--- src/hdl/vertex_job_settings.svh ---
//////////////////////////////////////////////////
// widths and cacheline geometry of the vertex job controller
// FIFO depths must be powers of two
// the vertex buffer needs room for at least two lines
//////////////////////////////////////////////////

`ifndef VERTEX_JOB_SETTINGS_SVH
`define VERTEX_JOB_SETTINGS_SVH

// field widths
`define VJ_VERTEX_BITS 32
`define VJ_ADDR_BITS 32

// one cacheline holds 16 vertices, delivered as two halves
`define VJ_LINE_VERTICES 16
`define VJ_HALF_VERTICES 8
`define VJ_LINE_BYTES 64

// buffer depths
`define VJ_CMD_FIFO_DEPTH 16
`define VJ_VERTEX_FIFO_DEPTH 32

`endif

--- src/hdl/vertex_job_pkg.sv ---
//////////////////////////////////////////////////
// shared types of the vertex job controller
// real_size counts vertices, not bytes
//////////////////////////////////////////////////

`default_nettype none

`include "vertex_job_settings.svh"

package vertex_job_pkg;

	typedef logic [`VJ_VERTEX_BITS-1:0] vertex_word_t;
	typedef logic [`VJ_ADDR_BITS-1:0] byte_addr_t;
	typedef logic [$clog2(`VJ_LINE_VERTICES + 1)-1:0] line_count_t;
	typedef logic [`VJ_HALF_VERTICES*`VJ_VERTEX_BITS-1:0] half_line_t;

	typedef enum logic {
		OUT_DEGREE,
		EDGES_IDX
	} array_sel_t;

	typedef enum logic [3:0] {
		SEQ_WAIT_WED,
		SEQ_LOAD,
		SEQ_IDLE,
		SEQ_START,
		SEQ_SIZE,
		SEQ_OUT_DEGREE,
		SEQ_EDGES_IDX,
		SEQ_WAIT_LINE,
		SEQ_SHIFT_0,
		SEQ_SHIFT_1,
		SEQ_CLEAR
	} seq_state_t;

	// work descriptor from the host
	typedef struct packed {
		vertex_word_t num_vertices;
		vertex_word_t first_id;
		byte_addr_t   out_degree_base;
		byte_addr_t   edges_idx_base;
	} wed_t;

	typedef struct packed {
		byte_addr_t  address;
		array_sel_t  array_sel;
		line_count_t real_size;
	} read_command_t;

	typedef struct packed {
		array_sel_t  array_sel;
		line_count_t real_size;
	} read_response_t;

	typedef struct packed {
		array_sel_t array_sel;
		half_line_t data;
	} read_data_t;

	typedef struct packed {
		vertex_word_t id;
		vertex_word_t out_degree;
		vertex_word_t edges_idx;
	} vertex_t;

endpackage

`default_nettype wire

--- src/hdl/vertex_line_unpacker.sv ---
//////////////////////////////////////////////////
// vertex 0 of each half sits in the most significant word
// counts come from the first response of a line
// a vertex is pushed two cycles after its shift strobe
//////////////////////////////////////////////////

`timescale 1ns/1ps
`default_nettype none

`include "vertex_job_settings.svh"

module vertex_line_unpacker
	import vertex_job_pkg::*;
(
	input  logic           clock,
	input  logic           rstn,
	input  wed_t           wed,
	input  logic           read_response_valid,
	input  read_response_t read_response,
	input  logic           read_data_0_valid,
	input  logic           read_data_1_valid,
	input  read_data_t     read_data_0,
	input  read_data_t     read_data_1,
	input  logic           clear_line,
	input  logic           shift_half_0,
	input  logic           shift_half_1,
	output logic           line_ready,
	output line_count_t    half_0_count,
	output line_count_t    half_1_count,
	output logic           vertex_push,
	output vertex_t        vertex_out
);

	localparam int HALF_BITS = $bits(half_line_t);

	half_line_t   out_degree_half [2];
	half_line_t   edges_idx_half [2];
	read_data_t   half_data [2];
	logic         half_valid [2];
	logic         half_shift [2];
	logic         out_degree_ready;
	logic         edges_idx_ready;
	logic         shift_sel;
	logic         shift_d;
	vertex_word_t out_degree_word;
	vertex_word_t edges_idx_word;
	vertex_word_t id_count;

	assign half_data[0]  = read_data_0;
	assign half_data[1]  = read_data_1;
	assign half_valid[0] = read_data_0_valid;
	assign half_valid[1] = read_data_1_valid;
	assign half_shift[0] = shift_half_0;
	assign half_shift[1] = shift_half_1;
	assign shift_sel     = shift_half_1;
	assign line_ready    = out_degree_ready && edges_idx_ready;

	//////////////////////////////////////////////////
	// half-line capture and shift
	//////////////////////////////////////////////////

	always_ff @(posedge clock) begin
		for (int h = 0; h < 2; h++) begin
			if (half_valid[h]) begin
				if (half_data[h].array_sel == OUT_DEGREE)
					out_degree_half[h] <= half_data[h].data;
				else
					edges_idx_half[h] <= half_data[h].data;
			end else if (half_shift[h]) begin
				out_degree_half[h] <= out_degree_half[h] << `VJ_VERTEX_BITS;
				edges_idx_half[h]  <= edges_idx_half[h] << `VJ_VERTEX_BITS;
			end
		end
	end

	// ready flags and per-half counts
	always_ff @(posedge clock or negedge rstn) begin
		if (!rstn) begin
			out_degree_ready <= 1'b0;
			edges_idx_ready  <= 1'b0;
			half_0_count     <= '0;
			half_1_count     <= '0;
		end else if (clear_line) begin
			out_degree_ready <= 1'b0;
			edges_idx_ready  <= 1'b0;
			half_0_count     <= '0;
			half_1_count     <= '0;
		end else if (read_response_valid) begin
			if (read_response.array_sel == OUT_DEGREE)
				out_degree_ready <= 1'b1;
			else
				edges_idx_ready <= 1'b1;
			if (half_0_count == '0) begin
				if (read_response.real_size > line_count_t'(`VJ_HALF_VERTICES)) begin
					half_0_count <= line_count_t'(`VJ_HALF_VERTICES);
					half_1_count <= read_response.real_size - line_count_t'(`VJ_HALF_VERTICES);
				end else begin
					half_0_count <= read_response.real_size;
					half_1_count <= '0;
				end
			end
		end
	end

	//////////////////////////////////////////////////
	// vertex output
	//////////////////////////////////////////////////

	always_ff @(posedge clock or negedge rstn) begin
		if (!rstn) begin
			shift_d     <= 1'b0;
			vertex_push <= 1'b0;
			id_count    <= '0;
		end else begin
			shift_d     <= shift_half_0 || shift_half_1;
			vertex_push <= shift_d;
			if (shift_d)
				id_count <= id_count + 1'b1;
		end
	end

	// top word of the selected half, then tag with the running id
	always_ff @(posedge clock) begin
		out_degree_word   <= out_degree_half[shift_sel][HALF_BITS-1 -: `VJ_VERTEX_BITS];
		edges_idx_word    <= edges_idx_half[shift_sel][HALF_BITS-1 -: `VJ_VERTEX_BITS];
		vertex_out.id         <= wed.first_id + id_count;
		vertex_out.out_degree <= out_degree_word;
		vertex_out.edges_idx  <= edges_idx_word;
	end

endmodule

`default_nettype wire

--- config.mk ---
export PLATFORM = sky130hd
export DESIGN_NAME = vertex_line_unpacker
export DESIGN_NICKNAME = d
export VERILOG_FILES = /design/src/hdl/vertex_job_pkg.sv /design/src/hdl/vertex_line_unpacker.sv
export VERILOG_INCLUDE_DIRS = /design/src /design/src/hdl
export SDC_FILE = /design/constraint.sdc
export NUM_CORES = 2
export LEC_CHECK = 0
export BUFFER_PORTS_ARGS = -buffer_cell sky130_fd_sc_hd__buf_2
export CAP_MARGIN = 20
export CORE_AREA = 2 2 308 310
export CTS_CLUSTER_SIZE = 10
export DETAILED_ROUTE_END_ITERATION = 16
export DIE_AREA = 0 0 310 312
export PLACE_DENSITY_LB_ADDON = 0.2
export SLEW_MARGIN = 15
export SYNTH_ARGS = -nofsm -noshare
export SYNTH_HDL_FRONTEND = slang
export SYNTH_SLANG_ARGS = --single-unit
export TNS_END_PERCENT = 1
--- constraint.sdc ---
create_clock -name clock -period 2.4 [get_ports clock]
set_input_delay 0.36 -clock clock [delete_from_list [all_inputs] [get_ports clock]]
set_output_delay 0.36 -clock clock [all_outputs]
set_load 0.005 [all_outputs]
== Word-level counts from Yosys, hierarchy flattened ==
Memories as Yosys holds them, arrays and structs flattened. A register that Yosys moved wholly into a read port is not among the register bits.
Cells that the tools add are included.
Word-level totals
  flip-flop bits (word level): 142
  memory bits (writable): 1024
  bits of input ports: 656
  output and inout bits: 108
  word-level logic and storage cells: 66
  memories kept: 2
Memory list
  edges_idx_half: depth 2, bits a word 256, read ports 3, clocked after memory_dff 1, write ports 2, RTL line vertex_line_unpacker.sv:37  | half_line_t edges_idx_half [2];
  out_degree_half: depth 2, bits a word 256, read ports 3, clocked after memory_dff 1, write ports 2, RTL line vertex_line_unpacker.sv:36  | half_line_t out_degree_half [2];
Cells by class
  add/sub/neg operators: 3
  order comparisons: 1
  eq/ne operators: 1
  mux-type cells: 36
  bitwise logic cells: 4
  reduce and logical (&&, ||, !) cells: 9
Operators with widths (count)
  2-to-1 mux 256 bit: 4
  2-to-1 mux 5 bit: 8
  adder 32 x 1 -> 32 bit (second input constant): 1
  adder 32 bit: 1
  2-to-1 mux 1 bit: 24
  AND reduction 2 bit: 3
  nonzero test 2 bit: 3
  > comparator 5 x 4 -> 1 bit (second input constant): 1
  zero test 5 bit: 1
  subtractor 5 x 4 -> 5 bit (second input constant): 1
  bitwise OR 1 bit: 4
  != test 2 x 1 -> 1 bit (second input constant): 1
  logical AND 1 bit: 1
  logical OR 1 bit: 1

== Logic depth before layout (Yosys ltp) ==
  depth in word-level cells: 5
  mapped depth: 9
  depth with buffers taken out: 9

== Worst setup path after synthesis ==
OpenSTA, ideal clock, no wires.
  path type: in2reg
  start point: input port read_data_0_valid
  end point: memory edges_idx_half[0][0] in the netlist's numbering (enable)
  library setup time: 1.950 ns
  arrival time: 5.308 ns
  path slack: -4.858 ns
  stages on the path: 5
  cell sequence: nand2b_1 > clkbuf_1 > clkbuf_1 > clkbuf_1 > nand2_1
RTL lines
  start: declaration: RTL line vertex_line_unpacker.sv:20  | input logic read_data_0_valid,
  end: declaration: RTL line vertex_line_unpacker.sv:37

== Final worst setup path ==
  start point: register id_count[0]
  end point: register vertex_out[92] in the netlist's numbering
Between the ends
  cells in the longest elaborated chain, start to end: 1
Ends and longest elaborated chain
  start: declaration: RTL line vertex_line_unpacker.sv:47  | vertex_word_t id_count;
  start signal: assignment: RTL line vertex_line_unpacker.sv:118  | id_count <= id_count + 1'b1;
  adder 32 bit: RTL line vertex_line_unpacker.sv:126  | vertex_out.id <= wed.first_id + id_count;
  end: declaration: RTL line vertex_line_unpacker.sv:31  | output vertex_t vertex_out
Every way passes these cells.
A chain may end at the register's enable or synchronous reset.

==> run_results.csv <==
group,metric,value,unit
routing,drtPass1Iterations,5,
setup_path,cp_data_required_time,3.02,ns
logic_synthesis,yosysTopAreaCell,"edfxtp_1",
floorplanning,dieHeight,312,µm
global_routing,grtUsageTotal,27.6,%
clocking,clkSinkCount,1230,
clocking,clock_tree.buffer_depth,3,
routing,ant_nets,0,
run_status,status,"complete, but fails checks",
logic_synthesis,yosys-top-cells-count,"1162 x nand2_1, 960 x edfxtp_1, 512 x a22o_1",
global_routing,grt-ovfl-total,0,
clocking,cts_buffers,143,
sta,whs,0.0334,ns
setup_path,crit_fanout,3,
setup_path,cp.arrival,3.03,ns
routing,routedWlPerCell,22.0,µm
routing,drcViolationCount,0,
clocking,root_buffer,"clkbuf_16",
power,p_comb_share,10.6,%
sta,max_slew_margin,58.2,%
floorplanning,dieArea,0.0967,mm²
cells_and_area,fillers,6586,
power,power_frac_clock,38.7,%
global_routing,grt_max_degree,111,
logic_synthesis,synth_area_leaders,"edfxtp_1 61%, a22o_1 9.5%, dfxtp_1 9.5%",
logic_synthesis,synth_seq_cells,1230,
global_routing,grt_pass1_wl,199000,µm
routing,viasPerCell,5.33,
sta,finalSetupViolations,1,
power,netSwitchingFraction,23.7,%
global_routing,antenna_found_initial,43,
run_status,violations,"negative setup slack",
logic_synthesis,avgSynthCellArea,13.4,µm²
job,cap_violations,0,
clocking,htreeDepth,4,
cells_and_area,final_layout_size_suffix_gt1_share,21.4,%
worst_hold_path,hold_class,"in -> reg",
placement,port_buffers,667,
floorplanning,fp.dieW,310,µm
sta,setup_slack,-0.0137,ns
setup_path,crit_path_start_kind,"register",
floorplanning,core-area,0.0930,mm²
logic_synthesis,synth_top_area_share,60.8,%
power,leakage,26.2,nW
sta,clock_skew,0.0339,ns
sta,drv_slew,0,
cells_and_area,nets,5444,
sta,rsz0062_at_grt,"true",
cells_and_area,finalCoreUtilization,67.1,%
setup_path,critPathKind,"reg -> reg",
power,p_switching,0.0122,W
logic_synthesis,synth_top_flop_cell,"edfxtp_1",
clocking,clk_pin_slew,0.05,ns
logic_synthesis,synth_nets,4216,
placement,hpwl,89900,µm
logic_synthesis,synthCells,3527,
sta,max_freq,0.414,GHz
logic_synthesis,yosys_warnings,0,
logic_synthesis,synth_edf_count,960,
sta,finalCritPeriodShare,101,%
power,seq_power_share,50.7,%
placement,gp_congestion,0.902,
logic_synthesis,synth_async_sr_flop_share,3.74,%
sta,worst_pin_slew,0.627,ns
logic_synthesis,synth_area,0.0474,mm²
logic_synthesis,synth_most_common_cell,"nand2_1",
power,power_density,821,mW/mm²
sta,min_period,2.41,ns
power,internal_power,0.0391,W
routing,finalWirelength,135000,µm
floorplanning,io-pin-count,764,
routing,vias,32698,
logic_synthesis,yosys.cell_types.count,60,
clocking,tritoncts,"done",
floorplanning,start_util,50.9,%
power,ir_drop,0.707,mV
cells_and_area,areaGrowthSynthToFinish,31.9,%
clocking,insertion_delay,0.76,ns
sta,hold_violations,0,
setup_path,endpoint_kind,"register",
routing,drt_iter0_markers,3070,
global_routing,grt_pass1_vias,32559,
floorplanning,rows,112,
logic_synthesis,yosysSeqAreaShare,72.7,%
[power groups by stage]
stage	clock network [W]	registers, W	logic (W)
2_1_floorplan	0	0.0263	0.00250
3_3_place_gp	0	0.0264	0.00446
3_5_place_dp	0	0.0264	0.00453
4_1_cts	0.0201	0.0260	0.00531
5_1_grt	0.0210	0.0262	0.00591
6_report	0.0198	0.0260	0.00543
[path summary, 6_finish.rpt]
path / start / to / slack [ns] / depth (start not counted)
worst max-delay path: id_count[0] / vertex_out[92] / -0.01 / 9
worst min-delay path: read_data_1[235] / out_degree_half[1][235] / 0.03 / 2
worst max register to register: id_count[0] / vertex_out[92] / -0.01 / 9
worst min register to register: edges_idx_word[26] / vertex_out[26] / 0.31 / 0
max in group asynchronous: rstn / half_1_count[1] / 1.71 / 3
min in group asynchronous: rstn / id_count[12] / 0.25 / 3
[per-stage QoR]
| stage | instance area [µm²] | setup TNS [ns] | instances | setup WS [ns] | power [W] |
|---|---|---|---|---|---|
| floorplan | 47500 | -1490.79 | 3527 | -2.28 | 0.0288 |
| global placement | 52800 | -0.831 | 5336 | -0.232 | 0.0309 |
| detailed placement | 52800 | -0.722 | 5336 | -0.218 | 0.0310 |
| CTS | 62300 | 0 | 6091 | 0.0181 | 0.0515 |
| global route | 62400 | -0.376 | 6127 | -0.105 | 0.0531 |
| finish | 62500 | -0.0137 | 6140 | -0.0137 | 0.0513 |
[routing by layer]
layer	vias to the layer above	global-route usage (%)	share of wire (%)
li1	15380	-	-
met1	15659	36.0	41
met2	1341	44.7	48
met3	308	5.11	6.4
met4	10	13.6	4.7
met5	-	0	0.053
[kinds of logic (layout without fill, tap and decap cells)]
logic type,after synthesis,after routing,share of synthesized area [%]
multiplexers,65,65,1.54
AND/OR/NAND/NOR,1291,1291,10.8
other,0,45,0
flip-flops,1230,1230,72.7
adder cells (fa/ha/maj),33,33,0.887
buffers and inverters,219,1533,1.75
AO/OA/AOI/OAI,628,628,11.2
XOR/XNOR,61,61,1.13
[cell usage in the layout (no fill, tap or decap), types with 7 or more instances in the layout]
cell type and count:
and3_1 8, xnor2_1 41, nor2_1 23, nand3_1 23, and2_1 34, ha_1 30, buf_12 37, inv_1 10
dfxtp_1 224, buf_4 64, o21ai_0 7, xor2_1 20, a21o_1 14, dfrtp_1 46, clkbuf_16 143, dlygate4sd3_1 523
nand2_1 1161, edfxtp_1 960, diode_2 45, clkbuf_1 66, nand4_1 7, inv_16 7, mux2_2 65, a22o_1 512
buf_2 666, a21oi_1 41
[registers in the layout, indices dropped and copies added (netlist names)]
name	count
out_degree_ready	1
half_0_count	5
edges_idx_half	512
shift_d	1
out_degree_word	32
vertex_out	96
half_1_count	5
vertex_push	1
id_count	32
edges_idx_ready	1
edges_idx_word	32
out_degree_half	512
[what timing repair did]
action,4_1_cts,5_1_grt
endpoints found under the setup margin,3,8
gates resized for setup,3,9
buffers inserted,1,4
hold buffers,523,0
hold endpoints to repair,1058,0
pin swaps,3,12
[area by class of cell]
cell class	instances	area, µm²	area share, %
tap	1254	1570	2.51
clock inverter	19	390	0.625
timing repair buffer	1290	9790	15.7
multi-input combinational	2078	12200	19.6
inverter	12	52.6	0.0841
antenna	45	113	0.180
sequential	1230	34500	55.2
clock buffer	212	3870	6.19
[critical path: stages (launching register included)]
cell and delay (ns):
dfrtp_1 0.40, ha_4 0.18, fa_2 0.42, a21oi_4 0.21, o211ai_4 0.12, a211oi_2 0.29
o2111a_2 0.31, o21ai_2 0.08, a31oi_2 0.18, xnor2_1 0.09
(Power assumes the default switching activity.)
