--- src/hdl/sync_fifo.sv ---
//////////////////////////////////////////////////
// DEPTH must be a power of two
// push when full and pop when empty are dropped
// valid pulses one cycle after an accepted pop
//////////////////////////////////////////////////

`timescale 1ns/1ps
`default_nettype none

module sync_fifo #(
	parameter int WIDTH             = 32,
	parameter int DEPTH             = 16,
	parameter int ALMOST_FULL_LEVEL = DEPTH - 1
) (
	input  logic             clock,
	input  logic             rstn,
	input  logic             push,
	input  logic [WIDTH-1:0] data_in,
	output logic             full,
	output logic             almost_full,
	input  logic             pop,
	output logic             valid,
	output logic [WIDTH-1:0] data_out,
	output logic             empty
);

	localparam int PTR_BITS   = $clog2(DEPTH);
	localparam int COUNT_BITS = PTR_BITS + 1;

	logic [WIDTH-1:0]      mem [DEPTH];
	logic [PTR_BITS-1:0]   wr_ptr;
	logic [PTR_BITS-1:0]   rd_ptr;
	logic [COUNT_BITS-1:0] count;
	logic                  do_push;
	logic                  do_pop;

	assign full        = (count == COUNT_BITS'(DEPTH));
	assign almost_full = (count >= COUNT_BITS'(ALMOST_FULL_LEVEL));
	assign empty       = (count == '0);
	assign do_push     = push && !full;
	assign do_pop      = pop && !empty;

	always_ff @(posedge clock or negedge rstn) begin
		if (!rstn) begin
			wr_ptr <= '0;
			rd_ptr <= '0;
			count  <= '0;
			valid  <= 1'b0;
		end else begin
			valid <= do_pop;
			if (do_push)
				wr_ptr <= wr_ptr + 1'b1;
			if (do_pop)
				rd_ptr <= rd_ptr + 1'b1;
			case ({do_push, do_pop})
				2'b10:   count <= count + 1'b1;
				2'b01:   count <= count - 1'b1;
				default: count <= count;
			endcase
		end
	end

	// storage and registered read port
	always_ff @(posedge clock) begin
		if (do_push)
			mem[wr_ptr] <= data_in;
		if (do_pop)
			data_out <= mem[rd_ptr];
	end

endmodule

`default_nettype wire

--- config.mk ---
export PLATFORM = sky130hd
export DESIGN_NAME = sync_fifo
export DESIGN_NICKNAME = d
export VERILOG_FILES = /design/src/hdl/sync_fifo.sv
export SDC_FILE = /design/constraint.sdc
export NUM_CORES = 1
export LEC_CHECK = 0
export ABC_AREA = 1
export BUFFER_PORTS_ARGS = -buffer_cell sky130_fd_sc_hd__buf_2
export CORE_MARGIN = 8
export CORE_UTILIZATION = 42
export CTS_BUF_LIST = sky130_fd_sc_hd__clkbuf_8
export DETAILED_ROUTE_END_ITERATION = 10
export GPL_TIMING_DRIVEN = 1
export SETUP_SLACK_MARGIN = 0.15
export SYNTH_ARGS = -nofsm -noshare
export SYNTH_HDL_FRONTEND = slang
export SYNTH_SLANG_ARGS = --single-unit
--- constraint.sdc ---
create_clock -name clock -period 3.4 [get_ports clock]
set_input_delay 0.51 -clock clock [delete_from_list [all_inputs] [get_ports clock]]
set_output_delay 0.51 -clock clock [all_outputs]
set_load 0.02 [all_outputs]
======== After elaboration in Yosys (flattened, before gate mapping) ========
Memory sizes are Yosys's and may differ from the RTL's. A register that Yosys moved wholly into a read port is not among the register bits.
Cells that the tools add are included.
operators by class
  $add $sub $neg .......................... 4
  magnitude comparators ................... 1
  eq/ne operators ......................... 3
  muxes and demuxes ....................... 3
  reductions and logical operators ........ 6
operators by type and width
  operator               number
  $pmux W5 S2            1
  $add A4 B1 Y4 const B  2
  $add A5 B1 Y5 const B  1
  $eq A5 B5 Y1 const B   1
  $ge A5 B4 Y1 const B   1
  $logic_not A5 Y1       1
  $sub A5 B1 Y5 const B  1
  $eq A2 B1 Y1 const B   1
  $eq A2 B2 Y1 const B   1
  $logic_and A1 B1 Y1    2
  $logic_not A1 Y1       2
  $mux W1                2
  $reduce_bool A2 Y1     1
word-level totals
  bits in registers ....................... 14
  bits in writable memories ............... 512
  bits of input ports ..................... 36
  output and inout bits ................... 36
  word-level logic and storage cells ...... 22
  memories ................................ 1
memories
  name  words  bits a word  read ports  clocked after Yosys merged registers in  wr ports  line  text
  mem   16     32           1           1                                        1         30    logic [WIDTH-1:0] mem [DEPTH];

======== Longest topological paths before layout ========
Gate-level depths: netlist of the first run.
  depth in word-level cells ............... 5
  mapped depth ............................ 15
  gate-level depth less buffers ........... 15

======== Worst setup path after synthesis of the first run ========
Ideal clock, no wire load.
  path kind ............................... register to register
  start point ............................. register count[0]
  end point ............................... memory mem[0][0] (enable)
  data arrival time ....................... 2.329 ns
  required time ........................... 2.979 ns
  path slack .............................. 0.650 ns
  cell stages (with the launch flop) ...... 7
  buffers on the path ..................... 0
  clock period less this slack ............ 2.750 ns
  cell sequence ........................... dfrtp_1 > inv_1 > nand4_1 > nand2_1 > inv_1 > nand2_1 > nor2_1
between the ends
  word-level cells in the longest chain between the ends .. 5
ends and longest elaborated chain
  element                        line  text
  start: declaration             33    logic [COUNT_BITS-1:0] count;
  start signal: assignment       56    2'b10: count <= count + 1'b1;
  start signal: assignment       57    2'b01: count <= count - 1'b1;
  start signal: assignment       58    default: count <= count;
  $eq A5 B5 Y1                   37    assign full = (count == COUNT_BITS'(DEPTH));
  $logic_not A1 Y1               40    assign do_push = push && !full;
  $logic_and A1 B1 Y1            40
  $mux W1                        65    if (do_push)
  $mux W1 (not written as such)  66    mem[wr_ptr] <= data_in;
  end: declaration               30
Every way passes these cells.

======== Worst setup path in the final report of the first run ========
  start point ............................. register count[0]
  end point ............................... memory mem[1][24] (enable)
The elaborated chain is that of the path after synthesis.

==> results.json, run 1 <==
{
  "status": "finished, final reports clean",
  "r2r_cells": 7,
  "synthMuxAreaShare_pct": 0,
  "grt_pass1_wl_um": 85320,
  "die_area_um2": 62980,
  "path_max_fanout": 32,
  "yosysMostFrequentCell": "nand2_1",
  "io_buffers": 71,
  "grt_pass1_vias": 14650,
  "remaining_drc_errors": 0,
  "diodes": 0,
  "async_flop_share_pct": 2.509,
  "cts_root_buf": "clkbuf_8",
  "r2r-end": "mem[1][24]",
  "endpoint_kind": "flip-flop",
  "cp-startpoint": "count[0]",
  "setup_tns_ps": 0,
  "core_area_um2": 54880,
  "cts_buffer_depth": 3,
  "power.leakage_nw": 10.70,
  "cts_resized": 0,
  "relSlewSlack_pct": 38.33,
  "synth_top_area_share_pct": 70.45,
  "setup_violations": 0,
  "drt_iter0_drc": 1150,
  "cap_violations": 0,
  "cts_htree_levels": 3,
  "via_count": 14660,
  "crit_required_ps": 3670,
  "synth_fa_ha_area_share_pct": 0.5720,
  "syn_inst": 2148,
  "cts_tree": "yes",
  "clock-sinks": 558,
  "yosys.area.top_type": "edfxtp_1",
  "yosysWarnings": 0,
  "timing.final.hold_violations": 0,
  "hp-start": "data_in[10]",
  "fin_worst_skew_ps": 18.62,
  "drive_above_1_share_pct": 10.57,
  "synth_compound_area_share_pct": 0.1295,
  "worst_pin_slew_ps": 925.0,
  "ios": 72,
  "grt_max_degree": 179,
  "peakVddDrop_mv": 0.7911,
  "mappedNetlistNets": 2194,
  "worstReg2RegStart": "count[0]",
  "wl_um": 54770,
  "synth-edff-count": 544,
  "cts_buffers": 90,
  "hold_end": "mem[1][10]",
  "hold_depth": 1,
  "grt.overflow.total": 0,
  "hp-class": "input pin to flip-flop",
  "synthSimpleGateAreaFrac_pct": 21.44,
  "nets": 2296,
  "initial_core_util_pct": 42.25,
  "period_minus_slack_ps": 2429,
  "core.rowCount": 86,
  "wl_per_cell_um": 18.18,
  "viasPerCell": 4.866,
  "fill_cells": 4928,
  "rsz0062_at_grt": "false",
  "dpl.hpwl_um": 29450,
  "clkLatencyLatePin_ps": 660,
  "syn_avg_cell_area_um2": 10.79,
  "yosys.cell_types.count": 19,
  "drt_first_pass_iters": 5,
  "ant_nets": 0,
  "antenna_found_initial": 0,
  "die_w_um": 251.0,
  "synth_ff_type": "edfxtp_1",
  "setup.worst_path.class": "flip-flop to flip-flop",
  "gp_congestion": 0.7680,
  "synthTopCellsByArea": "edfxtp_1 70%, nand2_1 14%, nand3_1 4.3%",
  "multi_input_area_um2": 5325,
  "critPathLaunchType": "flip-flop",
  "fp.dieH_um": 251.0,
  "whs_ps": 239.1,
  "yosys-top-cells-count": "840 x nand2_1, 544 x edfxtp_1, 211 x inv_1, 211 x nor2_1, 198 x nand3_1",
  "yosysSeqAreaShare_pct": 71.96,
  "grtUsageTotal_pct": 17.39,
  "timing.fmax_ghz": 0.4117,
  "regArea_um2": 16690,
  "drv_slew": 0,
  "area_delta_synth_final_pct": 12.22,
  "post-route-period-util_pct": 71.44,
  "worstPathArrival_ps": 2700,
  "path_clk_slew_ps": 60,
  "synth_xor_area_share_pct": 0.3022,
  "p_per_area_nw_per_um2": 799.4,
  "synth-seq-cells": 558,
  "syn_area_um2": 23190,
  "r2r_slack_ps": 970,
  "synth_top_family_by_area": "simple AND/OR/NAND/NOR gates"
}
[cells in the final DEF, fill, tap and decap left out]
| cell | Yosys | final |
|---|---|---|
| buf_4 | 14 | 24 |
| buf_12 | 0 | 11 |
| xnor2_1 | 3 | 3 |
| nand3_1 | 198 | 198 |
| nor2_1 | 211 | 195 |
| nand4_1 | 3 | 3 |
| ha_1 | 9 | 9 |
| inv_1 | 211 | 233 |
| edfxtp_1 | 544 | 544 |
| dlygate4sd3_1 | 0 | 1 |
| dfrtp_4 | 0 | 1 |
| nand2_1 | 840 | 840 |
| clkinv_1 | 0 | 15 |
| nor2_4 | 1 | 17 |
| inv_8 | 0 | 1 |
| dfrtp_2 | 0 | 2 |
| clkinv_2 | 0 | 15 |
| buf_2 | 58 | 71 |
| fa_1 | 1 | 1 |
| clkbuf_8 | 0 | 91 |
| bufinv_16 | 0 | 1 |
| clkinvlp_4 | 0 | 2 |
| xor2_1 | 5 | 5 |
| or2_2 | 1 | 1 |
| dfrtp_1 | 14 | 11 |
| inv_6 | 0 | 3 |
| inv_2 | 4 | 4 |
| o21ai_0 | 6 | 6 |
[worst max path at each step]
stage | end | cells after the start
floorplan | mem[0][0] | 6
global placement | mem[13][13] | 6
detailed placement | mem[13][14] | 7
CTS | mem[13][17] | 7
global route | mem[0][21] | 7
finish | mem[1][24] | 7
[layer usage]
layer	track usage (%)	share of wire [%]	wire length [um]
met5	0	0	0
met4	5.421	1.8	1011
met3	3.088	5.2	2854
met2	29.41	49	26850
met1	22.73	44	24050
[per-stage QoR]
step | util, % | total power, mW | instance area, um^2 | instances | setup WS, ps
2_1_floorplan | - | 13.64 | 23190 | 2148 | 650.3
3_3_place_gp | 44.58 | 15.85 | 24470 | 2861 | 1026
3_5_place_dp | 44.58 | 15.93 | 24470 | 2861 | 957.4
4_1_cts | 47.41 | 21.09 | 26020 | 3012 | 934.8
5_1_grt | 47.41 | 22.16 | 26020 | 3012 | 779.9
6_report | 47.41 | 20.80 | 26020 | 3012 | 971.1
[power breakdown]
part / switching (mW) / internal [mW] / leakage, nW
Sequential: 0.326 / 8.58 / 5.11
Clock: 2.54 / 2.56 / 0.888
Combinational: 4.89 / 1.90 / 4.71
[critical path: stages (launching register included)]
cell and delay, ps:
dfrtp_1 410, inv_1 110, nand4_1 120, nand2_1 190, inv_1 210, nand2_1 260
nor2_4 140, buf_4 580
[cell families after synthesis]
| logic type | Yosys count |
|---|---|
| buf+inv | 312 |
| xor+xnor | 8 |
| flops | 558 |
| compound gates | 6 |
| fa+ha+maj | 10 |
| simple gates | 1254 |
[layout make-up]
type | instances | area share (%)
timing repair buffer | 107 | 2.943
clock inverter | 59 | 1.120
multi-input combinational | 1278 | 20.47
clock buffer | 91 | 4.813
sequential | 558 | 64.15
inverter | 215 | 3.121
tap | 704 | 3.385
[flip-flops by register name (all words and copies together) (netlist names)]
register and count:
rd_ptr 4, wr_ptr 4, count 5, valid 1, data_out 32, mem 512
[what timing repair did]
action / CTS / global route
hold endpoints to repair: 14 / 0
hold buffers: 1 / 0
setup buffers: 0 / 0
Power figures use the tool's default switching activity.
==> run 2: changes to the inputs <==
==> constraint.sdc (replaced) <==
create_clock -name clock -period 2 [get_ports clock]
set_input_delay 0.3 -clock clock [delete_from_list [all_inputs] [get_ports clock]]
set_output_delay 0.3 -clock clock [all_outputs]
set_load 0.02 [all_outputs]
==> run 2 against run 1 <==
Compared with the run above: the flow now finishes with violations (negative setup slack); sequential cell count stayed put; die area stayed put; critical path depth is 6 higher; utilization is 3.3 points higher; clock skew is 7.7 ps higher; critical endpoint is now count[4]; highest routed layer unchanged.
==> results.json, run 2 (same netlist as run 1, synthesis figures left out) <==
{
  "cts_htree_levels": 3,
  "largest_reg_flops": 512,
  "worstPathArrival_ps": 2660,
  "clkLatencyLatePin_ps": 670,
  "grtUsageTotal_pct": 17.64,
  "setup_violations": 4,
  "grt.overflow.total": 0,
  "drv_slew": 0,
  "setup.worst_path.class": "flip-flop to flip-flop",
  "grt_pass1_vias": 15040,
  "grt_max_degree": 102,
  "cts_buffer_depth": 3,
  "ios": 72,
  "via_count": 15220,
  "gp_congestion": 0.7566,
  "io_buffers": 71,
  "regArea_um2": 16690,
  "worst_slack_ps": -55.12,
  "cts_root_buf": "clkbuf_8",
  "r2r_slack_ps": -60,
  "peakVddDrop_mv": 0.8511,
  "period_minus_slack_ps": 2055,
  "area_delta_synth_final_pct": 20.06,
  "most-common-layout-cells": "830 x nand2_1, 544 x edfxtp_1, 239 x inv_1",
  "status": "finished with violations",
  "cts_buffers": 90,
  "path_max_fanout": 4,
  "drive_above_1_share_pct": 14.23,
  "placed_cells": 2902,
  "crit_required_ps": 2600,
  "relSlewSlack_pct": 65.11,
  "biggestRegsByFlops": "mem (512), data_out (32), count (5)",
  "fin_worst_skew_ps": 26.29,
  "dp_slack_ps": -43.24,
  "dpl.hpwl_um": 30880,
  "rsz0062_at_grt": "true",
  "drt_first_pass_iters": 5,
  "endpoint_kind": "flip-flop",
  "clock-sinks": 558,
  "nets": 2406,
  "drt_iter0_drc": 1077,
  "power.leakage_nw": 11.47,
  "grt_pass1_wl_um": 86160,
  "path_clk_slew_ps": 60,
  "instances_no_fill": 3136,
  "core_area_um2": 54880,
  "antenna_found_initial": 0,
  "violations": "negative setup slack",
  "remaining_drc_errors": 0,
  "die_area_um2": 62980,
  "wl_um": 57630,
  "diodes": 0,
  "wl_per_cell_um": 18.38,
  "timing.fmax_ghz": 0.4866,
  "core.rowCount": 86,
  "timing.final.hold_violations": 0,
  "whs_ps": 76.04,
  "fp.dieH_um": 251.0,
  "fill_cells": 4847,
  "post-route-period-util_pct": 102.8,
  "die_w_um": 251.0,
  "cap_violations": 0,
  "initial_core_util_pct": 42.25,
  "multi_input_area_um2": 5487,
  "p_per_area_nw_per_um2": 1336,
  "largest-register": "mem",
  "viasPerCell": 4.854,
  "ant_nets": 0,
  "finalPower_mw": 37.19,
  "cts_tree": "yes",
  "layout_commonest_cell": "nand2_1",
  "worst_pin_slew_ps": 523.4,
  "hp-class": "input pin to flip-flop",
  "critPathLaunchType": "flip-flop"
}
[run 2: cell count changes in the layout (fill, tap and decap cells not counted), moves of 8 or more]
cell           before  now
buf_6               0   22
dlygate4sd3_1       1   32
clkbuf_16           0    8
buf_12             11   40
buf_4              24   39
nand2_1           840  830
[run 2: stage by stage]
| stage | utilization, % | cell area [um^2] | setup TNS (ps) |
|---|---|---|---|
| 2_1_floorplan | - | 23440 | -1563 |
| 3_3_place_gp | 45.98 | 25230 | -61.13 |
| 3_5_place_dp | 45.98 | 25230 | -72.49 |
| 4_1_cts | 49.68 | 27260 | -4.760 |
| 5_1_grt | 50.73 | 27840 | -1385 |
| 6_report | 50.73 | 27840 | -124.0 |
[run 2: per-layer routing]
layer | GRT usage (%) | part of all wire, %
met1 | 23.03 | 44
met3 | 3.119 | 5.5
met4 | 5.770 | 2.3
met5 | 0 | 0
met2 | 29.74 | 49
[run 2: worst max-delay path, stage by stage, from the launching register on]
cell        delay (ps)
dfrtp_1            380
nor2_2             150
nand4_1            150
nand2_2            130
clkinvlp_4         120
ha_4               180
buf_6              130
ha_4               220
or2_4              260
nand2_2             70
nand2_1             50
nand2_1             50
nand2_1             40
nand2_1             70
[run 2: final timing paths]
path,end,start,cells past startpoint
hold reg to reg,wr_ptr[3],wr_ptr[3],2
setup / recovery,count[4],count[2],13
hold / removal,mem[1][16],data_in[16],1
min in group asynchronous,wr_ptr[2],rstn,2
max in group asynchronous,rd_ptr[0],rstn,2
setup reg to reg,count[4],count[2],13
[run 2: layout make-up]
cell class / instances / area share, %
Clock buffer: 92 / 4.548
Timing Repair Buffer: 217 / 8.387
Clock inverter: 72 / 1.209
Inverter: 215 / 3.025
Sequential cell: 558 / 59.96
Tap cell: 704 / 3.164
Multi-Input combinational cell: 1278 / 19.71
[run 2: report_power, final]
| group | internal [mW] | switching [mW] |
|---|---|---|
| logic | 4.42 | 8.99 |
| clock network | 4.41 | 4.39 |
| registers | 14.6 | 0.425 |
| total | 23.4 | 13.8 |
[run 2: timing repair]
action | in CTS | in global routing
setup buffers | 5 | 20
hold endpoints to repair | 444 | 0
pin swaps | 10 | 11
hold buffers | 32 | 0
endpoints found under the setup margin | 7 | 416
gates cloned | 0 | 13
resized for setup | 28 | 35
