==> config.mk <==
export PLATFORM = sky130hd
export DESIGN_NAME = vertex_read_sequencer
export DESIGN_NICKNAME = d
export VERILOG_FILES = /design/src/hdl/vertex_job_pkg.sv /design/src/hdl/vertex_read_sequencer.sv
export VERILOG_INCLUDE_DIRS = /design/src /design/src/hdl
export SDC_FILE = /design/constraint.sdc
export NUM_CORES = 1
export LEC_CHECK = 0
export BUFFER_PORTS_ARGS = -buffer_cell sky130_fd_sc_hd__buf_2
export CORE_MARGIN = 2
export CORE_UTILIZATION = 48
export DETAILED_ROUTE_END_ITERATION = 16
export PLACE_DENSITY = 0.69
export SETUP_SLACK_MARGIN = 0.4
export SYNTH_ARGS = -nofsm -noshare
export SYNTH_HDL_FRONTEND = slang
export SYNTH_SLANG_ARGS = --single-unit
==> constraint.sdc <==
create_clock -name clock -period 7.2 [get_ports clock]
set_input_delay 0.72 -clock clock [delete_from_list [all_inputs] [get_ports clock]]
set_output_delay 0.72 -clock clock [all_outputs]
set_load 0.05 [all_outputs]
==> src/hdl/vertex_job_settings.svh <==
//////////////////////////////////////////////////
// widths and cacheline geometry of the vertex job controller
// FIFO depths must be powers of two
// the vertex buffer needs room for at least two lines
//////////////////////////////////////////////////

`ifndef VERTEX_JOB_SETTINGS_SVH
`define VERTEX_JOB_SETTINGS_SVH

// field widths
`define VJ_VERTEX_BITS 32
`define VJ_ADDR_BITS 32

// one cacheline holds 16 vertices, delivered as two halves
`define VJ_LINE_VERTICES 16
`define VJ_HALF_VERTICES 8
`define VJ_LINE_BYTES 64

// buffer depths
`define VJ_CMD_FIFO_DEPTH 16
`define VJ_VERTEX_FIFO_DEPTH 32

`endif

==> src/hdl/vertex_job_pkg.sv <==
//////////////////////////////////////////////////
// shared types of the vertex job controller
// real_size counts vertices, not bytes
//////////////////////////////////////////////////

`default_nettype none

`include "vertex_job_settings.svh"

package vertex_job_pkg;

	typedef logic [`VJ_VERTEX_BITS-1:0] vertex_word_t;
	typedef logic [`VJ_ADDR_BITS-1:0] byte_addr_t;
	typedef logic [$clog2(`VJ_LINE_VERTICES + 1)-1:0] line_count_t;
	typedef logic [`VJ_HALF_VERTICES*`VJ_VERTEX_BITS-1:0] half_line_t;

	typedef enum logic {
		OUT_DEGREE,
		EDGES_IDX
	} array_sel_t;

	typedef enum logic [3:0] {
		SEQ_WAIT_WED,
		SEQ_LOAD,
		SEQ_IDLE,
		SEQ_START,
		SEQ_SIZE,
		SEQ_OUT_DEGREE,
		SEQ_EDGES_IDX,
		SEQ_WAIT_LINE,
		SEQ_SHIFT_0,
		SEQ_SHIFT_1,
		SEQ_CLEAR
	} seq_state_t;

	// work descriptor from the host
	typedef struct packed {
		vertex_word_t num_vertices;
		vertex_word_t first_id;
		byte_addr_t   out_degree_base;
		byte_addr_t   edges_idx_base;
	} wed_t;

	typedef struct packed {
		byte_addr_t  address;
		array_sel_t  array_sel;
		line_count_t real_size;
	} read_command_t;

	typedef struct packed {
		array_sel_t  array_sel;
		line_count_t real_size;
	} read_response_t;

	typedef struct packed {
		array_sel_t array_sel;
		half_line_t data;
	} read_data_t;

	typedef struct packed {
		vertex_word_t id;
		vertex_word_t out_degree;
		vertex_word_t edges_idx;
	} vertex_t;

endpackage

`default_nettype wire

==> src/hdl/vertex_read_sequencer.sv <==
//////////////////////////////////////////////////
// one chunk at a time, started only with an empty command
// queue and room for a full line in the vertex buffer
// the descriptor is loaded once after wed_valid rises
//////////////////////////////////////////////////

`timescale 1ns/1ps
`default_nettype none

`include "vertex_job_settings.svh"

module vertex_read_sequencer
	import vertex_job_pkg::*;
(
	input  logic          clock,
	input  logic          rstn,
	input  logic          wed_valid,
	input  wed_t          wed,
	input  logic          command_queue_empty,
	input  logic          vertex_room,
	input  logic          line_ready,
	input  line_count_t   half_0_count,
	input  line_count_t   half_1_count,
	output logic          command_push,
	output read_command_t command,
	output logic          clear_line,
	output logic          shift_half_0,
	output logic          shift_half_1
);

	seq_state_t   state;
	seq_state_t   next_state;
	vertex_word_t remaining;
	line_count_t  chunk_size;
	byte_addr_t   offset;
	line_count_t  shift_count;
	logic         chunk_go;
	logic         shift_last;

	assign chunk_go = wed_valid && (remaining != '0) && command_queue_empty && vertex_room;

	// last strobe of the half being shifted
	assign shift_last = (state == SEQ_SHIFT_0) ? (shift_count + 1'b1 == half_0_count) :
		(shift_count + 1'b1 == half_1_count);

	assign shift_half_0 = (state == SEQ_SHIFT_0);
	assign shift_half_1 = (state == SEQ_SHIFT_1);
	assign clear_line   = (state == SEQ_CLEAR);

	//////////////////////////////////////////////////
	// state machine
	//////////////////////////////////////////////////

	always_ff @(posedge clock or negedge rstn) begin
		if (!rstn)
			state <= SEQ_WAIT_WED;
		else
			state <= next_state;
	end

	always_comb begin
		next_state = state;
		case (state)
			SEQ_WAIT_WED: begin
				if (wed_valid)
					next_state = SEQ_LOAD;
			end
			SEQ_LOAD:       next_state = SEQ_IDLE;
			SEQ_IDLE: begin
				if (chunk_go)
					next_state = SEQ_START;
			end
			SEQ_START:      next_state = SEQ_SIZE;
			SEQ_SIZE:       next_state = SEQ_OUT_DEGREE;
			SEQ_OUT_DEGREE: next_state = SEQ_EDGES_IDX;
			SEQ_EDGES_IDX:  next_state = SEQ_WAIT_LINE;
			SEQ_WAIT_LINE: begin
				if (line_ready)
					next_state = SEQ_SHIFT_0;
			end
			SEQ_SHIFT_0: begin
				if (shift_last)
					next_state = (half_1_count != '0) ? SEQ_SHIFT_1 : SEQ_CLEAR;
			end
			SEQ_SHIFT_1: begin
				if (shift_last)
					next_state = SEQ_CLEAR;
			end
			SEQ_CLEAR:      next_state = SEQ_IDLE;
			default:        next_state = SEQ_WAIT_WED;
		endcase
	end

	//////////////////////////////////////////////////
	// chunk bookkeeping
	//////////////////////////////////////////////////

	always_ff @(posedge clock or negedge rstn) begin
		if (!rstn) begin
			remaining    <= '0;
			chunk_size   <= '0;
			offset       <= '0;
			shift_count  <= '0;
			command_push <= 1'b0;
		end else begin
			command_push <= (state == SEQ_OUT_DEGREE) || (state == SEQ_EDGES_IDX);
			case (state)
				SEQ_LOAD: begin
					remaining <= wed.num_vertices;
					offset    <= '0;
				end
				// a full line unless the tail is shorter
				SEQ_START: begin
					if (remaining > `VJ_LINE_VERTICES)
						chunk_size <= line_count_t'(`VJ_LINE_VERTICES);
					else
						chunk_size <= line_count_t'(remaining);
				end
				SEQ_SIZE:      remaining <= remaining - vertex_word_t'(chunk_size);
				SEQ_EDGES_IDX: offset <= offset + byte_addr_t'(`VJ_LINE_BYTES);
				default: begin
				end
			endcase
			if (shift_half_0 || shift_half_1)
				shift_count <= shift_last ? '0 : shift_count + 1'b1;
			else
				shift_count <= '0;
		end
	end

	// out-degree command first, edge-index next cycle
	always_ff @(posedge clock) begin
		if (state == SEQ_OUT_DEGREE) begin
			command.address   <= wed.out_degree_base + offset;
			command.array_sel <= OUT_DEGREE;
			command.real_size <= chunk_size;
		end else if (state == SEQ_EDGES_IDX) begin
			command.address   <= wed.edges_idx_base + offset;
			command.array_sel <= EDGES_IDX;
			command.real_size <= chunk_size;
		end
	end

endmodule

`default_nettype wire

Yosys cells after proc, flatten, opt, wreduce, memory -nomap -nowiden. Index checks and enable logic that the tools add are counted.

Reduce and logical (&&, ||, !) cells: 13. Add/sub/neg operators: 5. Muxes and demuxes: 15. Equality and inequality tests: 17. Order comparisons: 1.

Operator list (number): $pmux 32 s2 (2); $mux 38 (2); $add 32x32->32 (2); $pmux 4 s10 (1); $add 32x7->32 const B (1); $gt 32x5->1 const B (1); $reduce_bool 32->1 (1); $sub 32x5->32 (1); $mux 4 (5); $eq 4x3->1 const B (4); $mux 5 (3); $eq 4x4->1 const B (3); $eq 5x5->1 (2); $eq 4x2->1 const B (2); $ne 2x2->1 const B (3); $reduce_bool 2->1 (3); $add 5x1->5 const B (1); $reduce_and 5->1 (1); $reduce_bool 5->1 (1); $eq 4x1->1 const B (1); $logic_not 4->1 (1); $ne 2x1->1 const B (2); $logic_and 1x1->1 (3); $logic_or 1x1->1 (2); 3 further kinds (3).

Register bits: 117. Input bits: 144. Word-level logic and storage cells: 60.

Logic depth before layout (Yosys ltp). Gate-level depths: netlist (run 1).

Word-level depth: 6. Gate-level depth with buffers: 12. Depth with buffers taken out: 12.

Worst setup path before layout (run 1). OpenSTA, ideal clock, no wires.

Kind: input to register. Start: input port wed[39] (netlist name). End: register command[37] (netlist name), data pin. Data arrival time: 2.869 ns. Slack: 4.059 ns. Setup time: 0.271 ns. Required time: 6.929 ns. Stages on the path: 10. Cells stage by stage: ha_1 a211oi_1 o21ai_0 a41oi_1 o21ai_0 o22a_1 a31oi_1 o21ai_0 xnor2_1 o22ai_1.

Word-level cells in the longest chain between the ends: 2.

RTL lines: start: declaration (RTL line vertex_read_sequencer.sv:18) `input wed_t wed,`; $add 32x32->32 (RTL line vertex_read_sequencer.sv:134) `command.address <= wed.out_degree_base + offset;`; $mux 38 (RTL line vertex_read_sequencer.sv:133) `if (state == SEQ_OUT_DEGREE) begin`; end: declaration (RTL line vertex_read_sequencer.sv:25) `output read_command_t command,`.

Every way passes these cells. A chain may end at the register's enable or synchronous reset.

Worst setup path in the final report (run 1).
Start: register offset[7]. End: register command[37] (netlist name), data pin.

Word-level cells in the longest chain between the ends: 3.

RTL lines: start: declaration (RTL line vertex_read_sequencer.sv:35) `byte_addr_t offset;`; start signal: assignment (RTL line vertex_read_sequencer.sv:120) `` SEQ_EDGES_IDX: offset <= offset + byte_addr_t'(`VJ_LINE_BYTES); ``; $add 32x32->32 (RTL line vertex_read_sequencer.sv:138) `command.address <= wed.edges_idx_base + offset;`; $mux 38 (RTL line vertex_read_sequencer.sv:137) `end else if (state == SEQ_EDGES_IDX) begin`; $mux 38 (*) (RTL line vertex_read_sequencer.sv:133).

Every way passes the cells marked *; elsewhere a longest branch is shown, timed or not. The select of a mux whose other input is x is not followed.

==> flow_metrics.tcl, run 1 <==
set metrics [dict create \
    finClkSkew_ps 6.97 \
    startpoint_type "flop" \
    synthCells 785 \
    die_w_um 128 \
    vias 6455 \
    synth_most_common_cell "dfrtp_1" \
    p_leak_nw 3.84 \
    postRouteAntennaNets 0 \
    async_flop_share_pct 65.8 \
    holdBufCountCts 0 \
    syn_nets 987 \
    crit_path_top_delay_cell "dfrtp_1" \
    clockRootBuffer "clkbuf_16" \
    holdCritPathClass "flop to flop" \
    instances_no_fill 1120 \
    grt_usage_pct 21.8 \
    finalCritPeriodShare_pct 48.2 \
    antenna_found_initial 0 \
    yosys_most_used_dff "dfrtp_1" \
    fillCellCount 1352 \
    crit_arrival_ps 3520 \
    ir_worst_vdd_mv 0.195 \
    critPathRequiredTime_ps 7250 \
    final_layout_size_suffix_gt1_share_pct 20.4 \
    gp_congestion 0.845 \
    max_slew_margin_pct 28.4 \
    drc 0 \
    io_pins 186 \
    rsz0062_at_grt "false" \
    synth-seq-cells 111 \
    core_area_um2 15000 \
    clock_path_buffers 2 \
    crit_chain "ha_1 -> a211oi_1 -> o21ai_0 -> a41oi_1 -> o21ai_0 -> o22a_1 -> a31oi_1 -> o21ai_0 -> xnor2_1 -> o22ai_1" \
    multi_input_area_um2 4200 \
    die_area_um2 16300 \
    ys_seq_area_share_pct 40.4 \
    outcome "completed" \
    cts_resized 0 \
    setup_tns_ps 0 \
    grt_pass1_wl_um 28800 \
    row_count 45 \
    slew_violations 0 \
    wirelength_um 17500 \
    cts_buffers 9 \
    period_needed_ps 3470 \
    post_drt_wl_per_cell_um 15.6 \
    dp_cells 1104 \
    power_density_nw_per_um2 326 \
    htreeDepth 3 \
    via_per_inst 5.76 \
    ys.warnings.count 0 \
    cts.reportedPaths.clkPinSlew_ps 70 \
    avgSynthCellArea_um2 9.34 \
    whs_ps 465 \
    finalHoldViolCount 0 \
    critPathKind "flop to flop" \
    end_kind "flop" \
    synth_area_leader_cell "dfrtp_1" \
    grt_max_degree 74 \
    synth.top_cells.by_area "dfrtp_1 25%, edfxtp_1 15%, ha_1 9.7%" \
    netlist_area_um2 7330 \
    clock_latency_ps 350 \
    drtPass1Iterations 5 \
    crit_top_cell "o21ai_0" \
    setup_violations 0 \
    post-cts-setup-buffers 0 \
    area_delta_synth_final_pct 17.4 \
    seqCellArea_um2 2960 \
    drv_cap 0 \
    grt_pass1_vias 6027 \
    synth_top_area_share_pct 24.9 \
    final_cell_area_um2 8610 \
    dp_hpwl_um 12800 \
    synth.distinct_cells 61 \
    slowest_delay_ps 440 \
    fmax_mhz 288 \
    n_antenna_cell 0 \
    initial_utilization_pct 48.8 \
    fin_nets 1129 \
    drt_iter0_drc 447 \
    synth_edf_count 37 \
    worst_pin_slew_ps 1070 \
    cts_tree "yes" \
    portBuffers 153 \
    die_h_um 128 \
    synthTopCellsByCount "73 x dfrtp_1, 70 x nor2_1, 57 x ha_1, 57 x o21ai_0, 55 x a21oi_1" \
    dpl-instance-area_um2 8280 \
    cts_sinks 111 \
    cp_max_fo 5 \
    overflow 0 \
]
==> per-layer routing <==
metal	track usage, %	share of wire (%)
met1	30.2	47
met2	35.2	46
met3	4.94	6.0
met4	4.91	1.1
met5	0	0
==> path summary, 6_finish.rpt <==
check                           cells after the start  slack (ps)               startpoint                        end
worst min register to register                      2         460  command[5]$_SDFFE_PP0P_    command[5]$_SDFFE_PP0P_
min in group asynchronous                           1         510                     rstn  remaining[11]$_DFFE_PN0P_
max in group asynchronous                           1        6090                     rstn     offset[10]$_DFFE_PN0P_
worst max-delay path                               10        3730    offset[7]$_DFFE_PN0P_      command[37]$_DFFE_PP_
worst min-delay path                                2         460  command[5]$_SDFFE_PP0P_    command[5]$_SDFFE_PP0P_
worst max register to register                     10        3730    offset[7]$_DFFE_PN0P_      command[37]$_DFFE_PP_
==> critical path, delay by kind of cell (launching register included) <==
kind / cells / cell delay, ps
adder cells (fa/ha/maj): 1 / 360
flip-flops: 1 / 440
XOR/XNOR: 1 / 190
AO/OA/AOI/OAI: 8 / 2180
==> cells in the final DEF (no fill, tap or decap), types with 8 or more instances in the layout <==
master | synthesis | final
buf_2 | 0 | 152
dfrtp_1 | 73 | 73
nor2_1 | 70 | 69
o21ai_0 | 57 | 57
ha_1 | 57 | 57
a21oi_1 | 55 | 55
nand2_1 | 53 | 53
xnor2_1 | 39 | 39
nand3_1 | 37 | 37
edfxtp_1 | 37 | 37
o22ai_1 | 24 | 24
inv_1 | 21 | 21
nor3_1 | 22 | 20
xor2_1 | 18 | 18
a21o_1 | 18 | 18
o211ai_1 | 18 | 18
a211oi_1 | 13 | 13
a22o_1 | 12 | 12
and3_1 | 11 | 11
clkbuf_16 | 0 | 11
nand2b_1 | 10 | 10
nand4_1 | 10 | 10
nor2b_1 | 9 | 9
or3_1 | 8 | 8
==> cell families (layout without fill, tap and decap cells) <==
logic type / Yosys count / in the layout / synth area share, %
multiplexers: 6 / 6 / 0.819
buffers and inverters: 48 / 195 / 2.46
AND/OR/NAND/NOR: 258 / 258 / 17.8
AO/OA/AOI/OAI: 247 / 247 / 21.8
flip-flops: 111 / 111 / 40.4
XOR/XNOR: 57 / 57 / 6.81
adder cells (fa/ha/maj): 58 / 58 / 10.0
==> power by group <==
part           leakage, nW  internal [mW]  switching [mW]
Sequential            1.28          0.891           0.164
Combinational         2.39          0.376           0.838
Clock                0.162          0.306           0.232
==> flip-flops by register name, summed over array words and instances, names as in the netlist <==
name,count
offset,26
remaining,32
command,38
shift_count,5
state,4
command_push,1
chunk_size,5
==> cell type report <==
cell class / count / share of cell area [%]
multi-input cells: 626 / 48.8
inverters: 21 / 0.916
well taps: 188 / 2.73
clock inverters: 1 / 0.0581
flip-flops and latches: 111 / 34.4
repair buffers: 158 / 9.36
clock buffers: 15 / 3.72
==> per-stage QoR <==
step	utilization [%]	worst slack, ps	total power [mW]
after floorplan	-	4060	1.97
after CTS	57.3	3700	2.82
after detailed placement	55.1	3370	2.28
after global placement	55.1	3380	2.27
final	57.3	3730	2.81
after global routing	57.3	3510	2.99
Note: power is estimated with default switching activity, not from simulation.
==> run 2: changes to the inputs <==
- PLACE_DENSITY: 0.69 -> 0.72
- clock period: 7.2 -> 3.1 ns (I/O delays scaled with it)
==> run 2 against run 1 <==
First-iteration DRC count fell by 28%. Maximum frequency increased by 29%. Cell count is 3.2% higher. Via count grew 2.8%. Die area unchanged. Critical path type unchanged. Critical endpoint is now command[27]$_DFFE_PP_.
==> flow_metrics.tcl, run 2 (synthesis gave the netlist of run 1 again) <==
set metrics [dict create \
    fin_nets 1165 \
    setup_tns_ps 0 \
    clock_latency_ps 360 \
    whs_ps 94.7 \
    fin_ws_ps 402 \
    regMostFlops "command" \
    power_density_nw_per_um2 730 \
    antenna_found_initial 0 \
    vias 6634 \
    drc 0 \
    ir_worst_vdd_mv 0.412 \
    reg_top3 "command x38, remaining x32, offset x26" \
    fin_total_pwr_mw 6.71 \
    overflow 0 \
    wirelength_um 18100 \
    drtPass1Iterations 7 \
    portBuffers 153 \
    cts_buffers 9 \
    max_slew_margin_pct 36.5 \
    io_pins 186 \
    grt_pass1_vias 6236 \
    r2r_slack_ps 400 \
    die_area_um2 16300 \
    final_cell_mix "152 x buf_2, 68 x nor2_1, 66 x dfrtp_1" \
    timing.rr.start "offset[7]$_DFFE_PN0P_" \
    via_per_inst 5.74 \
    critPathRequiredTime_ps 3180 \
    die_h_um 128 \
    cp_max_fo 4 \
    power_frac_clock_pct 17.2 \
    row_count 45 \
    crit_arrival_ps 2780 \
    worst_pin_slew_ps 953 \
    rr_endpoint "command[27]$_DFFE_PP_" \
    switchingPower_mw 2.99 \
    holdCritPathClass "input port to asynchronous set/reset pin" \
    cts_tree "yes" \
    htreeDepth 3 \
    slew_violations 0 \
    crit_path_end "command[27]$_DFFE_PP_" \
    finalHoldViolCount 0 \
    gp_congestion 0.846 \
    largest_register_ffs 38 \
    n_antenna_cell 0 \
    initial_utilization_pct 48.8 \
    grt_max_degree 74 \
    switching_share_pct 44.7 \
    cts_sinks 111 \
    post_drt_wl_per_cell_um 15.6 \
    end_kind "flop" \
    postRouteAntennaNets 0 \
    startpoint "offset[7]$_DFFE_PN0P_" \
    seqPwrFrac_pct 36.7 \
    clock_path_buffers 2 \
    p_int_mw 3.71 \
    dp_slack_ps 69.9 \
    final_common_cell "buf_2" \
    post-route-util_pct 61.1 \
    finClkSkew_ps 8.68 \
    die_w_um 128 \
    final_layout_size_suffix_gt1_share_pct 28.6 \
    fmax_mhz 371 \
    grt_usage_pct 22.7 \
    area_delta_synth_final_pct 25.3 \
    cts.reportedPaths.clkPinSlew_ps 70 \
    comb_power_share_pct 46.1 \
    drt_iter0_drc 320 \
    critPathKind "flop to flop" \
    startpoint_type "flop" \
    outcome "completed" \
    fillCellCount 1304 \
    p_leak_nw 4.00 \
    clockRootBuffer "clkbuf_16" \
    setup_violations 0 \
    dp_hpwl_um 12800 \
    drv_cap 0 \
    rsz0062_at_grt "true" \
    finalCritPeriodShare_pct 87.0 \
    r2r_cells 10 \
    core_area_um2 15000 \
    period_needed_ps 2700 \
    grt_pass1_wl_um 29900 \
]
==> run 2: changes by cell type in the layout (fill, tap and decap cells not counted), moves of 4 or more <==
cell     delta
buf_4      +36
ha_1       -15
ha_4       +12
o21ai_0    -10
a21oi_1     -8
dfrtp_1     -7
dfrtp_2     +7
a21oi_2     +6
o21ai_1     +6
o21ai_2     +4
==> run 2: timing repair <==
| item | in CTS | in global routing |
|---|---|---|
| hold endpoints to repair | 0 | 0 |
| pin swaps | 14 | 19 |
| setup endpoints to repair | 14 | 28 |
| hold buffers | 0 | 0 |
| gates resized for setup | 33 | 35 |
| setup buffers | 12 | 9 |
==> run 2: per-layer routing <==
layer / track usage [%] / wire length [um] / share of wire [%]
met2: 37.3 / 8550 / 47
met4: 7.11 / 228 / 1.3
met3: 3.18 / 945 / 5.2
met5: 0 / 0 / 0
met1: 31.4 / 8360 / 46
==> run 2: critical path: stages (launching register included) <==
cell and delay, ps:
dfrtp_2 440, ha_1 340, a21oi_2 170, nand4b_1 170, a21oi_2 110, o311a_1 380
o21ai_1 200, nand2b_1 130, a31oi_1 220, xor2_1 180, o22ai_1 90
==> run 2: worst min-delay path by stage <==
stage                       startpoint                   endpoint  slack [ps]
2_1_floorplan                     rstn  chunk_size[0]$_DFFE_PN0N_          10
3_3_place_gp   command[5]$_SDFFE_PP0P_    command[5]$_SDFFE_PP0P_         450
3_5_place_dp   command[5]$_SDFFE_PP0P_    command[5]$_SDFFE_PP0P_         470
4_1_cts                           rstn  remaining[18]$_DFFE_PN0P_         140
5_1_grt                           rstn  remaining[11]$_DFFE_PN0P_         190
6_report                          rstn  remaining[14]$_DFFE_PN0P_          90
==> run 2: layout make-up <==
class	count	area, um^2	area share [%]
clock buffers	12	258	2.81
clock inverters	4	27.5	0.300
inverters	21	78.8	0.858
multi-input cells	626	4540	49.5
flip-flops and latches	111	2970	32.3
well taps	188	235	2.56
repair buffers	194	1080	11.7
==> run 2: power by group through the flow <==
stage	logic (mW)	clock network (mW)	registers (mW)
2_1_floorplan	1.54	0	3.05
3_3_place_gp	2.87	0	2.46
3_5_place_dp	2.90	0	2.47
4_1_cts	3.03	1.17	2.44
5_1_grt	3.39	1.24	2.53
6_report	3.09	1.15	2.46
==> run 2: stage by stage <==
step | area [um^2] | instances
after floorplan | 7350 | 785
after global placement | 8420 | 1119
after detailed placement | 8420 | 1119
after CTS | 8920 | 1147
after global routing | 9190 | 1156
final | 9190 | 1156
==> run 3: changes to the inputs <==
- RECOVER_POWER: unset -> 50
==> run 3 against run 2 <==
The run now ends with capacitance limit, slew limit left. Critical endpoint unchanged. Cell count is the same. Clock power barely moved. Highest routed layer unchanged. Core utilization shrank 0.45 points. First-iteration DRC count is 10% higher.
==> flow_metrics.tcl, run 3 (synthesis gave the netlist of run 1 again) <==
set metrics [dict create \
    clock_path_buffers 2 \
    cp_num_buf_inv 0 \
    final_cell_mix "111 x buf_2, 69 x nor2_1, 66 x dfrtp_1" \
    regMostFlops "command" \
    critPathTopFamily "compound AO/OA/AOI/OAI gates" \
    gp_congestion 0.846 \
    grt_pass1_wl_um 29900 \
    finalCritPeriodShare_pct 87.1 \
    cts.reportedPaths.clkPinSlew_ps 80 \
    drc 0 \
    fillCellCount 1324 \
    cts_sinks 111 \
    initial_utilization_pct 48.8 \
    timing.rr.start "offset[7]$_DFFE_PN0P_" \
    critPathKind "flop to flop" \
    setup_tns_ps 0 \
    ir_worst_vdd_mv 0.411 \
    grt_pass1_vias 6236 \
    core_area_um2 15000 \
    min_to "remaining[18]$_DFFE_PN0P_" \
    die_h_um 128 \
    holdCritPathClass "input port to flop" \
    slowest_delay_ps 440 \
    area_delta_synth_final_pct 24.4 \
    fmax_mhz 370 \
    post_drt_wl_per_cell_um 15.7 \
    cts_tree "yes" \
    violations "capacitance limit, slew limit" \
    end_kind "flop" \
    setup_violations 0 \
    io_pins 186 \
    startpoint_type "flop" \
    finalHoldViolCount 0 \
    final_layout_size_suffix_gt1_share_pct 24.1 \
    grt_max_degree 74 \
    max_slew_margin_pct -24.9 \
    drv_cap 1 \
    postRouteAntennaNets 0 \
    die_area_um2 16300 \
    multi_input_area_um2 4540 \
    vias 6625 \
    r2r_slack_ps 400 \
    rsz0062_at_grt "true" \
    seqCellArea_um2 2970 \
    p_leak_nw 3.87 \
    htreeDepth 3 \
    dp_hpwl_um 12800 \
    largest_register_ffs 38 \
    slew_violations 74 \
    portBuffers 153 \
    finClkSkew_ps 8.40 \
    outcome "complete, but fails checks" \
    fin_nets 1165 \
    reg_top3 "command x38, remaining x32, offset x26" \
    drtPass1Iterations 6 \
    crit_chain "ha_1 -> a21oi_2 -> nand4b_1 -> a21oi_2 -> o311a_1 -> o21ai_1 -> nand2b_1 -> a31oi_1 -> xor2_1 -> o22ai_1" \
    final_cell_area_um2 9120 \
    crit_arrival_ps 2780 \
    cts_buffers 9 \
    crit_path_top_delay_cell "dfrtp_2" \
    drt_iter0_drc 352 \
    hold_start "wed[114]" \
    dpl-instance-area_um2 8420 \
    grt_usage_pct 22.7 \
    clock_latency_ps 360 \
    power_density_nw_per_um2 729 \
    worst_pin_slew_ps 1870 \
    critPathRequiredTime_ps 3180 \
    period_needed_ps 2700 \
    final_common_cell "buf_2" \
    die_w_um 128 \
    hold_path_depth 3 \
    via_per_inst 5.73 \
    r2r_cells 10 \
    cp_max_fo 4 \
    rr_endpoint "command[27]$_DFFE_PP_" \
    wirelength_um 18200 \
    antenna_found_initial 0 \
    clockRootBuffer "clkbuf_16" \
    n_antenna_cell 0 \
    crit_top_cell "a21oi_2" \
    overflow 0 \
    row_count 45 \
]
[run 3: worst register-to-register path: cells and delay by family (launching register included)]
family          cells  cell delay, ps
compound gates      6            1170
simple gates        2             300
xor+xnor            1             180
flops               1             440
fa+ha+maj           1             340
[run 3: what timing repair did]
action | in CTS | in global routing
endpoints found under the hold margin | 0 | 0
buffers inserted | 12 | 9
gates resized for setup | 33 | 35
pin swaps | 14 | 19
endpoints found under the setup margin | 14 | 28
hold buffers | 0 | 0
[run 3: cell type report]
type	count	share of cell area, %
clock buffers	12	2.83
clock inverters	4	0.302
inverters	21	0.864
multi-input cells	626	49.8
flip-flops and latches	111	32.5
well taps	188	2.58
repair buffers	194	11.1
[run 3: where the power goes]
group	leakage (nW)	internal [mW]	total [mW]	switching, mW
clock network	0.142	0.598	1.15	0.556
logic	2.46	0.979	3.03	2.05
registers	1.27	2.07	2.47	0.399
[run 3: worst max-delay path by stage]
stage                            endpoint  slack, ps  cells after the start              startpoint
floorplan           command[34]$_DFFE_PP_        420                     10   offset[7]$_DFFE_PN0P_
global placement    command[36]$_DFFE_PP_        150                     10   offset[7]$_DFFE_PN0P_
detailed placement  command[34]$_DFFE_PP_         70                     10   offset[7]$_DFFE_PN0P_
CTS                 command[34]$_DFFE_PP_        360                     10  offset[17]$_DFFE_PN0P_
global route        command[27]$_DFFE_PP_        230                     10   offset[7]$_DFFE_PN0P_
finish              command[27]$_DFFE_PP_        400                     10   offset[7]$_DFFE_PN0P_
[run 3: stage by stage]
stage	utilization (%)	std cells	total power, mW	setup slack [ps]	hold WS [ps]
2_1_floorplan	-	785	4.59	421	14.4
3_3_place_gp	56.0	1119	5.34	145	446
3_5_place_dp	56.0	1119	5.37	69.9	471
4_1_cts	59.4	1147	6.64	356	138
5_1_grt	60.7	1156	7.10	235	191
6_report	60.7	1156	6.65	399	165
[run 3: per-layer routing]
| layer | track usage, % | routed length, um | vias to the layer above | share of wire, % |
|---|---|---|---|---|
| li1 | - | - | 3311 | - |
| met1 | 31.4 | 8470 | 3129 | 47 |
| met2 | 37.3 | 8530 | 170 | 47 |
| met3 | 3.18 | 919 | 15 | 5.1 |
| met4 | 7.11 | 233 | 0 | 1.3 |
| met5 | 0 | 0 | - | 0 |
